### src/aes_config.svh
`ifndef AES_CONFIG_SVH
`define AES_CONFIG_SVH

// Block and key width, AES-128 only
`define AES_BLOCK_W 128

// One state column, also one key schedule word
`define AES_WORD_W 32

// Expanded key size in words, (rounds + 1) * 4
`define AES_NUM_RK_WORDS 44

// Enough bits to address every round-key word
`define AES_RK_IDX_W 6

// Full rounds after the initial AddRoundKey
`define AES_NUM_ROUNDS 10

// Columns per state
`define AES_COLS 4

`endif

### src/aes_pkg.sv
`include "aes_config.svh"

package aes_pkg;

    typedef logic [`AES_WORD_W-1:0] word_t;

    // Column 0 sits in the top word
    typedef logic [`AES_BLOCK_W-1:0] block_t;

    typedef logic [`AES_RK_IDX_W-1:0] rk_idx_t;

    typedef enum logic [2:0] {
        IDLE,
        KEY_EXPAND,
        ROUND0,
        SUB,
        SHIFT_MIX,
        DONE
    } ctrl_state_t;

    ////////////////////////////////////////////////////////////////////////////
    // Forward S-box, entry 0 in the top byte
    ////////////////////////////////////////////////////////////////////////////
    localparam logic [2047:0] SBOX_TABLE = {
        128'h637c777bf26b6fc53001672bfed7ab76,
        128'hca82c97dfa5947f0add4a2af9ca472c0,
        128'hb7fd9326363ff7cc34a5e5f171d83115,
        128'h04c723c31896059a071280e2eb27b275,
        128'h09832c1a1b6e5aa0523bd6b329e32f84,
        128'h53d100ed20fcb15b6acbbe394a4c58cf,
        128'hd0efaafb434d338545f9027f503c9fa8,
        128'h51a3408f929d38f5bcb6da2110fff3d2,
        128'hcd0c13ec5f974417c4a77e3d645d1973,
        128'h60814fdc222a908846eeb814de5e0bdb,
        128'he0323a0a4906245cc2d3ac629195e479,
        128'he7c8376d8dd54ea96c56f4ea657aae08,
        128'hba78252e1ca6b4c6e8dd741f4bbd8b8a,
        128'h703eb5664803f60e613557b986c11d9e,
        128'he1f8981169d98e949b1e87e9ce5528df,
        128'h8ca1890dbfe6426841992d0fb054bb16
    };

    // 255 - b is ~b for a byte
    function automatic logic [7:0] sbox(input logic [7:0] b);
        return SBOX_TABLE[{~b, 3'b000} +: 8];
    endfunction

    // SubBytes on all four bytes of one word
    function automatic word_t sub_word(input word_t w);
        word_t r;
        for (int i = 0; i < 4; i++) begin
            r[8*i +: 8] = sbox(w[8*i +: 8]);
        end
        return r;
    endfunction

    // Multiply by x in GF(2^8)
    function automatic logic [7:0] xtime(input logic [7:0] b);
        return {b[6:0], 1'b0} ^ (b[7] ? 8'h1b : 8'h00);
    endfunction

endpackage

### src/aes_round_key_store.sv
`timescale 1ns/1ps
`include "aes_config.svh"

module aes_round_key_store (
    input  logic             clk,
    input  logic             rst_n,
    input  logic             wr_en,
    input  aes_pkg::rk_idx_t wr_index,
    input  aes_pkg::word_t   wr_word,
    input  aes_pkg::rk_idx_t rd_index,
    output aes_pkg::word_t   rd_word
);

    aes_pkg::word_t rk [`AES_NUM_RK_WORDS];

    always_ff @(posedge clk or negedge rst_n) begin
        if (!rst_n) begin
            for (int i = 0; i < `AES_NUM_RK_WORDS; i++) begin
                rk[i] <= '0;
            end
        end else if (wr_en) begin
            rk[wr_index] <= wr_word;
        end
    end

    // Unused index codes read as zero
    always_comb begin
        rd_word = '0;
        if (rd_index < `AES_NUM_RK_WORDS) begin
            rd_word = rk[rd_index];
        end
    end

    a_wr_range: assert property (@(posedge clk) disable iff (!rst_n)
        wr_en |-> wr_index < `AES_NUM_RK_WORDS);

    // Controller counters never point past the schedule
    a_rd_range: assert property (@(posedge clk) disable iff (!rst_n)
        rd_index < `AES_NUM_RK_WORDS);

endmodule

### config.mk
export PLATFORM = sky130hd
export DESIGN_NAME = aes_round_key_store
export DESIGN_NICKNAME = d
export VERILOG_FILES = /design/src/aes_pkg.sv /design/src/aes_round_key_store.sv
export VERILOG_INCLUDE_DIRS = /design/src /design/src/src
export SDC_FILE = /design/constraint.sdc
export NUM_CORES = 2
export LEC_CHECK = 0
export BUFFER_PORTS_ARGS = -buffer_cell sky130_fd_sc_hd__buf_2
export CAP_MARGIN = 20
export CORE_AREA = 2 2 409 411
export CTS_BUF_LIST = sky130_fd_sc_hd__clkbuf_8
export DETAILED_ROUTE_END_ITERATION = 10
export DIE_AREA = 0 0 411 413
export GPL_ROUTABILITY_DRIVEN = 0
export PLACE_DENSITY_LB_ADDON = 0.12
export SLEW_MARGIN = 20
export SYNTH_ARGS = -nofsm -noshare
export SYNTH_HDL_FRONTEND = slang
export SYNTH_SLANG_ARGS = --single-unit
export TNS_END_PERCENT = 100
### constraint.sdc
create_clock -name clk -period 2.6 [get_ports clk]
set_input_delay 0.52 -clock clk [delete_from_list [all_inputs] [get_ports clk]]
set_output_delay 0.52 -clock clk [all_outputs]
set_load 0.01 [all_outputs]
==> results_dict.tcl <==
set metrics [dict create \
    outcome "finished, violations left" \
    violations "negative setup slack" \
    wl_met3_um 10800 \
    synth_top_area_share_pct 55.1 \
    p_leak_nw 35.9 \
    largest_reg_flops 1408 \
    syn2layout_area_growth_pct 19.6 \
    fin_skew_ps 0 \
    max_freq_mhz 290 \
    numCtsBuffers 274 \
    slew_viol_final 0 \
    grt_overflow 0 \
    fillers 14855 \
    grt_pass1_wl_um 291000 \
    clk_pin_slew_worst_paths_ps 60 \
    yosysSeqAreaShare_pct 55.1 \
    syn_inst 4203 \
    drive_above_1_share_pct 58.0 \
    ys_warn_count 0 \
    crit_type "flip-flop to output pin" \
    dr_total_vias 38752 \
    cp_max_fo 2 \
    dieArea_mm2 0.170 \
    period_needed_ps 3450 \
    synth.avg_cell_area_um2 15.2 \
    p_int_mw 41.1 \
    seq_area_mm2 0.0352 \
    hp-class "input port to flip-flop" \
    async_flop_share_pct 100 \
    p_per_area_mw_per_mm2 723 \
    antenna_found_initial 16 \
    met2_length_um 89600 \
    core_area_mm2 0.166 \
    switching_power_mw 14.2 \
    fin_crit_sh_pct 133 \
    synth_seq_cells 1408 \
    numPortBuffers 78 \
    track_usage_pct 23.7 \
    comb_power_share_pct 13.9 \
    critPathLaunchType "flip-flop" \
    drv_cap 0 \
    tritoncts "yes" \
    arrival_ps 2930 \
    finalSetupViolations 32 \
    met1_length_um 92400 \
    routed.top_layer "met5" \
    layout.cells.non_filler 6969 \
    reg2reg_depth 2 \
    synth_common_cells "mux2_2 (1480), dfrtp_1 (1408), mux4_2 (256)" \
    h-tree-depth 5 \
    grt_pass1_vias 40857 \
    drt_iter0_drc 2488 \
    firstDrtPassIters 5 \
    routed_via_density 5.56 \
    ir_drop_uv 568 \
    cts-root-buf "clkbuf_8" \
    rr_endpoint "rk[482]" \
    syn_nets 4250 \
    pwr-share-seq_pct 47.4 \
    synthTopCellsByArea "dfrtp_1 (55%), mux2_2 (26%), mux4_2 (9.0%)" \
    placed_area_mm2 0.0705 \
    tightest_slew_ps 898 \
    design_area_mm2 0.0766 \
    startpoint "rk[494]" \
    fp-row-count 150 \
    grt_start_max_net_pins 118 \
    insertion_delay_ps 1000 \
    cts_sinks 1408 \
    die_height_um 413 \
    pre_cts_ws_ps -907 \
    swShare_pct 25.7 \
    clock_path_buffers 4 \
    multi_input_comb_area_mm2 0.0281 \
    ios 79 \
    fin_tns_setup_ps -22900 \
    synthMostInstantiatedCell "mux2_2" \
    pwr-share-clk_pct 38.8 \
    rsz0062_at_grt "true" \
    wl_per_cell_um 28.7 \
    synth_cell_type_count 36 \
    place_inst 6508 \
    hold_violations 0 \
    drc_errors 0 \
    die_x_um 411 \
    relSlewSlack_pct 40.1 \
    worst_setup_path_end_kind "output pin" \
    top_register "rk" \
    reg_top3 "rk x1408" \
    synth-main-ff-cell "dfrtp_1" \
    antenna_left 0 \
    synth_edf_count 0 \
    synth_area_mm2 0.0640 \
    required_ps 2080 \
    start_util_pct 38.6 \
    post-route-util_pct 46.1 \
    reg2reg_slack_ps 1720 \
    crit_end "rd_word[14]" \
    dp_hpwl_um 125000 \
    wl_um 200000 \
    fin_nets 4623 \
    rr_startpoint "rk[482]" \
    netlist.top_cell.by_area "dfrtp_1" \
    fin_ws_ps -850 \
]
layout by cell type (no fill, tap or decap), types with 4 or more instances in the layout:
| cell | count |
|---|---|
| o2111ai_1 | 15 |
| inv_1 | 106 |
| o2111ai_2 | 8 |
| buf_4 | 302 |
| a311oi_2 | 9 |
| a221oi_1 | 6 |
| a311oi_1 | 9 |
| mux2i_4 | 4 |
| buf_2 | 69 |
| a21oi_1 | 49 |
| dfrtp_1 | 1408 |
| diode_2 | 12 |
| bufinv_16 | 5 |
| nor3_2 | 9 |
| clkinv_2 | 6 |
| a221oi_2 | 23 |
| a211oi_1 | 9 |
| clkbuf_8 | 334 |
| o21ai_0 | 14 |
| o32ai_2 | 9 |
| o32ai_1 | 20 |
| mux4_2 | 256 |
| nor2_4 | 24 |
| nor3_1 | 8 |
| nand2_1 | 76 |
| mux2_2 | 1479 |
| mux2_1 | 38 |
| mux2i_2 | 13 |
| buf_12 | 128 |
| o2111ai_4 | 9 |
| nand2_2 | 31 |
| o22ai_1 | 31 |
| mux2i_1 | 129 |
| nor2_1 | 62 |
worst min path at each step:
| stage | startpoint | to | depth (start not counted) |
|---|---|---|---|
| floorplan | rst_n | rk[0] | 0 |
| global placement | rst_n | rk[309] | 1 |
| detailed placement | rst_n | rk[373] | 1 |
| CTS | wr_word[17] | rk[241] | 2 |
| global route | wr_word[17] | rk[1201] | 2 |
| finish | wr_word[17] | rk[1201] | 2 |
repair_timing:
item,in CTS,in global routing
setup endpoints to repair,32,32
resized for setup,95,41
hold endpoints to repair,1250,0
setup buffers,0,3
pin swaps,16,16
hold buffers,2,0
logic make-up after synthesis:
group	Yosys count	share of synthesized area, %
buf+inv	410	2.76
flops	1408	55.1
compound gates	224	2.54
mux	1920	38.0
simple gates	241	1.64
power groups by stage:
stage                     clock network [mW]  registers [mW]  logic (mW)
after floorplan                            0            26.1        5.10
after global placement                     0            26.5        7.35
after detailed placement                   0            26.6        7.49
after CTS                               22.1            26.2        7.70
after global routing                    23.1            26.6        8.31
final                                   21.5            26.2        7.68
cell type report:
cell class	count	share of cell area, %
Antenna cell	12	0.0392
Timing Repair Buffer	506	6.87
Sequential cell	1408	46.0
Multi-Input combinational cell	2385	36.7
Inverter	1	0.00490
Tap cell	2204	3.60
Clock inverter	120	0.791
Clock buffer	333	5.99
routing by layer:
| layer | GRT usage, % | vias to the layer above |
|---|---|---|
| met2 | 35.4 | 937 |
| met3 | 5.39 | 394 |
| met4 | 8.75 | 4 |
| li1 | - | 16387 |
| met5 | 0 | - |
| met1 | 33.7 | 21030 |
critical path, cell delays in order, from the launching register on:
cell	delay (ps)
dfrtp_1	400
mux4_2	460
nand2_1	80
o2111ai_1	140
a221oi_2	350
o32ai_2	160
buf_4	210
buf_2	140
per-stage QoR:
stage,power (mW),hold WS (ps)
finish,55.4,172
global route,58.0,106
CTS,56.0,58.5
detailed placement,34.0,424
global placement,33.8,424
floorplan,31.2,224
No activity file was read; power rests on OpenSTA's default activity.
