===== config.mk =====
export PLATFORM = sky130hd
export DESIGN_NAME = aes_enc_ctrl
export DESIGN_NICKNAME = d
export VERILOG_FILES = /design/src/aes_pkg.sv /design/src/aes_enc_ctrl.sv
export VERILOG_INCLUDE_DIRS = /design/src /design/src/src
export SDC_FILE = /design/constraint.sdc
export NUM_CORES = 1
export LEC_CHECK = 0
export ABC_CLOCK_PERIOD_IN_PS = 24400
export BUFFER_PORTS_ARGS = -buffer_cell sky130_fd_sc_hd__buf_4
export CAP_MARGIN = 5
export CORE_AREA = 2 2 240 242
export CTS_BUF_LIST = sky130_fd_sc_hd__clkbuf_8
export DETAILED_ROUTE_END_ITERATION = 10
export DIE_AREA = 0 0 242 244
export HOLD_SLACK_MARGIN = 0.1
export PLACE_DENSITY = 0.55
export SLEW_MARGIN = 20
export SYNTH_ARGS = -nofsm -noshare
export SYNTH_HDL_FRONTEND = slang
export SYNTH_SLANG_ARGS = --single-unit

===== constraint.sdc =====
create_clock -name clk -period 24.4 [get_ports clk]
set_input_delay 1.22 -clock clk [delete_from_list [all_inputs] [get_ports clk]]
set_output_delay 1.22 -clock clk [all_outputs]
set_load 0.03 [all_outputs]

===== src/aes_config.svh =====
`ifndef AES_CONFIG_SVH
`define AES_CONFIG_SVH

// Block and key width, AES-128 only
`define AES_BLOCK_W 128

// One state column, also one key schedule word
`define AES_WORD_W 32

// Expanded key size in words, (rounds + 1) * 4
`define AES_NUM_RK_WORDS 44

// Enough bits to address every round-key word
`define AES_RK_IDX_W 6

// Full rounds after the initial AddRoundKey
`define AES_NUM_ROUNDS 10

// Columns per state
`define AES_COLS 4

`endif


===== src/aes_pkg.sv =====
`include "aes_config.svh"

package aes_pkg;

    typedef logic [`AES_WORD_W-1:0] word_t;

    // Column 0 sits in the top word
    typedef logic [`AES_BLOCK_W-1:0] block_t;

    typedef logic [`AES_RK_IDX_W-1:0] rk_idx_t;

    typedef enum logic [2:0] {
        IDLE,
        KEY_EXPAND,
        ROUND0,
        SUB,
        SHIFT_MIX,
        DONE
    } ctrl_state_t;

    ////////////////////////////////////////////////////////////////////////////
    // Forward S-box, entry 0 in the top byte
    ////////////////////////////////////////////////////////////////////////////
    localparam logic [2047:0] SBOX_TABLE = {
        128'h637c777bf26b6fc53001672bfed7ab76,
        128'hca82c97dfa5947f0add4a2af9ca472c0,
        128'hb7fd9326363ff7cc34a5e5f171d83115,
        128'h04c723c31896059a071280e2eb27b275,
        128'h09832c1a1b6e5aa0523bd6b329e32f84,
        128'h53d100ed20fcb15b6acbbe394a4c58cf,
        128'hd0efaafb434d338545f9027f503c9fa8,
        128'h51a3408f929d38f5bcb6da2110fff3d2,
        128'hcd0c13ec5f974417c4a77e3d645d1973,
        128'h60814fdc222a908846eeb814de5e0bdb,
        128'he0323a0a4906245cc2d3ac629195e479,
        128'he7c8376d8dd54ea96c56f4ea657aae08,
        128'hba78252e1ca6b4c6e8dd741f4bbd8b8a,
        128'h703eb5664803f60e613557b986c11d9e,
        128'he1f8981169d98e949b1e87e9ce5528df,
        128'h8ca1890dbfe6426841992d0fb054bb16
    };

    // 255 - b is ~b for a byte
    function automatic logic [7:0] sbox(input logic [7:0] b);
        return SBOX_TABLE[{~b, 3'b000} +: 8];
    endfunction

    // SubBytes on all four bytes of one word
    function automatic word_t sub_word(input word_t w);
        word_t r;
        for (int i = 0; i < 4; i++) begin
            r[8*i +: 8] = sbox(w[8*i +: 8]);
        end
        return r;
    endfunction

    // Multiply by x in GF(2^8)
    function automatic logic [7:0] xtime(input logic [7:0] b);
        return {b[6:0], 1'b0} ^ (b[7] ? 8'h1b : 8'h00);
    endfunction

endpackage


===== src/aes_enc_ctrl.sv =====
`timescale 1ns/1ps
`include "aes_config.svh"

module aes_enc_ctrl (
    input  logic             clk,
    input  logic             rst_n,
    input  logic             start,
    input  aes_pkg::block_t  data_in,
    input  logic             key_last,
    input  aes_pkg::word_t   ark_col,
    input  aes_pkg::word_t   sub_col,
    input  aes_pkg::word_t   round_col,
    output logic             key_start,
    output aes_pkg::block_t  aes_state,
    output aes_pkg::block_t  temp_state,
    output logic [1:0]       col,
    output logic             last_round,
    output aes_pkg::rk_idx_t rd_index,
    output aes_pkg::block_t  data_out,
    output logic             ready
);

    aes_pkg::ctrl_state_t state;
    logic [3:0]           round_cnt;
    logic [1:0]           col_cnt;
    logic                 col_last;
    logic [6:0]           col_lsb;

    assign col        = col_cnt;
    assign col_last   = (col_cnt == 2'(`AES_COLS - 1));
    assign last_round = (round_cnt == 4'(`AES_NUM_ROUNDS));
    // round * 4 + column
    assign rd_index   = aes_pkg::rk_idx_t'({round_cnt, col_cnt});
    assign col_lsb    = {~col_cnt, 5'b00000};

    ////////////////////////////////////////////////////////////////////////////
    // Round FSM
    ////////////////////////////////////////////////////////////////////////////
    always_ff @(posedge clk or negedge rst_n) begin
        if (!rst_n) begin
            state     <= aes_pkg::IDLE;
            round_cnt <= '0;
            col_cnt   <= '0;
            key_start <= 1'b0;
            ready     <= 1'b0;
            data_out  <= '0;
        end else begin
            key_start <= 1'b0;
            case (state)
                aes_pkg::IDLE: begin
                    ready <= 1'b0;
                    if (start) begin
                        round_cnt <= '0;
                        col_cnt   <= '0;
                        key_start <= 1'b1;
                        state     <= aes_pkg::KEY_EXPAND;
                    end
                end
                // Store takes word 43 on the same edge
                aes_pkg::KEY_EXPAND: begin
                    if (key_last) begin
                        state <= aes_pkg::ROUND0;
                    end
                end
                aes_pkg::ROUND0: begin
                    col_cnt <= col_cnt + 1'b1;
                    if (col_last) begin
                        round_cnt <= 4'd1;
                        state     <= aes_pkg::SUB;
                    end
                end
                aes_pkg::SUB: begin
                    col_cnt <= col_cnt + 1'b1;
                    if (col_last) begin
                        state <= aes_pkg::SHIFT_MIX;
                    end
                end
                aes_pkg::SHIFT_MIX: begin
                    col_cnt <= col_cnt + 1'b1;
                    if (col_last) begin
                        if (last_round) begin
                            state <= aes_pkg::DONE;
                        end else begin
                            round_cnt <= round_cnt + 1'b1;
                            state     <= aes_pkg::SUB;
                        end
                    end
                end
                // Hold the result until start drops
                aes_pkg::DONE: begin
                    data_out <= aes_state;
                    ready    <= 1'b1;
                    if (!start) begin
                        state <= aes_pkg::IDLE;
                    end
                end
                default: state <= aes_pkg::IDLE;
            endcase
        end
    end

    ////////////////////////////////////////////////////////////////////////////
    // Cipher state, one column per cycle
    ////////////////////////////////////////////////////////////////////////////
    always_ff @(posedge clk) begin
        case (state)
            aes_pkg::IDLE: begin
                if (start) begin
                    aes_state <= data_in;
                end
            end
            aes_pkg::ROUND0:    aes_state[col_lsb +: `AES_WORD_W] <= ark_col;
            aes_pkg::SUB:       temp_state[col_lsb +: `AES_WORD_W] <= sub_col;
            aes_pkg::SHIFT_MIX: aes_state[col_lsb +: `AES_WORD_W] <= round_col;
            default: ;
        endcase
    end

    // Ready is high only on the cycle right after a DONE cycle
    a_ready_from_done: assert property (@(posedge clk) disable iff (!rst_n)
        ready |-> $past(state == aes_pkg::DONE));

endmodule


==> qor.yml <==
crit_type: "reg -> reg"
leakage_uw: 0.0109
r2r_start: "state[1]$_DFFE_PN0P_"
vias: 14736
whs_endpoint: "data_out[68]$_DFFE_PN0P_"
synth_cell_types: 63
syn_area_mm2: 0.0184
cp.arrival_ns: 4.35
overflow: 0
die_y_um: 244
maxCapViolations: 0
start_util: 0.328
r2r_cells: 6
critPathBufInv: 3
hp-class: "reg -> reg"
layout.nets: 2232
clk_path_buf_depth: 3
start_kind: "register"
timing.rr.end: "data_out[65]$_DFFE_PN0P_"
setup_violations: 0
tightest_slew_ns: 1.06
ant_nets: 0
cts_root_buf: "clkbuf_8"
outcome: "complete, no violations"
regToRegSetupSlack_ns: 20.60
post_cts_buffers: 0
cts-htree-levels: 3
portBuffers: 622
ctsHoldBuffers: 0
drv_slew: 0
max_slew_margin: 0.289
place_ws_ns: 20.64
end_kind: "register"
crit_top_cell: "buf_4"
viasPerCell: 5.21
fin_crit_sh: 0.156
max_freq_mhz: 263
crit_required_ns: 24.95
post-route-min-period_ns: 3.80
yosysSeqAreaShare: 0.606
clock_skew_ns: 0.0331
place_congestion: 0.841
final_common_cell: "buf_4"
antenna_found_initial: 24
drive_gt1_frac: 0.451
wl_per_cell_um: 27.6
clk_latency_ns: 0.68
grt_pass1_wl_um: 110000
ys.flop_type: "edfxtp_1"
cts_sinks: 395
crit_family: "buffers and inverters"
clkTransAtPathRegs_ns: 0.06
drc: 0
synth_top_area_frac: 0.417
async_reset_ff_frac: 0.352
grt_max_degree: 81
cts_buffers: 75
syn_inst: 1404
grt_setup_unrepaired: "no"
irDropWorstVdd_mv: 0.0701
setup_tns_ns: 0
worst_path_max_delay_cell: "buf_4"
hold_depth: 1
die_w_um: 242
yosys-top-cells-area: "edfxtp_1 42%, dfrtp_1 19%, mux2_2 7.9%"
drt_iter0_markers: 1010
dr.pass1.iters: 5
syn-num-nets: 1639
cellPowerDensity_mw_per_mm2: 154
io_pins: 623
coreArea_mm2: 0.0562
hpwlAfterDp_um: 56900
fin_ws_ns: 20.60
cp_slowest_stage_delay_ns: 0.67
yosys.area.top_type: "edfxtp_1"
flow.area_growth_from_synthesis_pct: 36.7
post_cts_resized: 0
syn_area_per_cell_um2: 13.1
mostFrequentLayoutCells: "644 x buf_4, 256 x edfxtp_1, 136 x dfrtp_1"
grt_pass1_vias: 14946
dieArea_mm2: 0.0590
critical_path_peak_fanout: 55
synth_seq_cells: 395
yosysWarningCount: 0
groute.usage.overall: 0.256
final_hold_viol_count: 0
hp-start: "data_out[68]$_DFFE_PN0P_"
wl_um: 78000
worstPathCellList: "buf_4 > and2b_2 > nand2_4 > buf_4 > buf_4 > mux2_2"
synth_edf_count: 256
rows: 87
total_power_uw: 3870
cts_tree: "built"
## cells by family (layout without fill, tap and decap cells)
group           after synthesis  after routing  synth area share
simple gates                409            409             0.148
flops                       395            395             0.606
compound gates              313            313             0.120
buf+inv                     147            800            0.0405
mux                         132            132            0.0805
fa+ha+maj                     7              7           0.00475
xor+xnor                      1              1          0.000475
other cells                   0             17                 0
## worst reg2reg max path, cell delays in order (launching register included)
cell     delay [ns]
dfrtp_2        0.60
buf_4          0.55
and2b_2        0.35
nand2_4        0.35
buf_4          0.59
buf_4          0.72
mux2_2         0.51
## how the worst max path moves through the flow
stage                         startpoint                  endpoint  cells past startpoint
floorplan                          start    aes_state[0]$_DFFE_PP_                      2
global placement                   start  aes_state[116]$_DFFE_PP_                      5
detailed placement  state[1]$_DFFE_PN0P_  data_out[65]$_DFFE_PN0P_                      6
CTS                 state[1]$_DFFE_PN0P_  data_out[65]$_DFFE_PN0P_                      6
global route        state[1]$_DFFE_PN0P_  data_out[65]$_DFFE_PN0P_                      6
finish              state[1]$_DFFE_PN0P_  data_out[65]$_DFFE_PN0P_                      6
## sequential cells by signal (all words and copies together), names as in the netlist
register    count
key_start       1
aes_state     128
col             2
state           3
ready           1
data_out      128
round_cnt       4
temp_state    128
## synth_stat cells, types with 3 or more instances
cell type and count:
edfxtp_1 256, dfrtp_1 139, o21ai_0 134, mux2_2 130
and2_1 95, nand2b_1 73, clkbuf_1 72, o221ai_1 68
nor2b_1 56, nor3_1 50, a2bb2oi_1 48, and3_1 39
and4bb_2 27, buf_2 26, nand3b_1 23, inv_1 18
buf_6 17, nor2_1 12, a211o_1 10, a21o_1 10
buf_4 9, o311ai_0 8, ha_1 7, a32oi_1 6
a21oi_1 5, and2_0 5, and3b_1 5, buf_1 5
nor4bb_1 4, a211oi_1 3, nand2_1 3
## final cells by class
type                       instances  area (um^2)
clock inverter                    51          342
timing repair buffer             645         4850
inverter                          18         67.6
antenna                           17         42.5
fill                            5326        31000
sequential                       395        11200
multi-input combinational        862         6590
clock buffer                      86         1180
tap                              756          946
## where the power goes
group,leakage [uW],internal (uW),switching [uW]
clock network,0.000888,359,312
logic,0.00567,660,1210
registers,0.00431,1080,254
## metal layers
metal	GRT usage	wire (um)	vias up
li1	-	-	6534
met1	0.289	28900	7391
met2	0.452	40100	679
met3	0.0938	7290	112
met4	0.0753	1580	20
met5	0	139	-
## stage by stage
step | cell area [um^2] | hold WS, ns | utilization | cells
floorplan | 18400 | 0.678 | - | 1404
global placement | 23600 | 0.489 | 0.421 | 2676
detailed placement | 23600 | 0.494 | 0.421 | 2676
CTS | 25100 | 0.506 | 0.448 | 2813
global route | 25200 | 0.511 | 0.448 | 2824
finish | 25200 | 0.503 | 0.448 | 2830
Note: power is estimated with default switching activity, not from simulation.
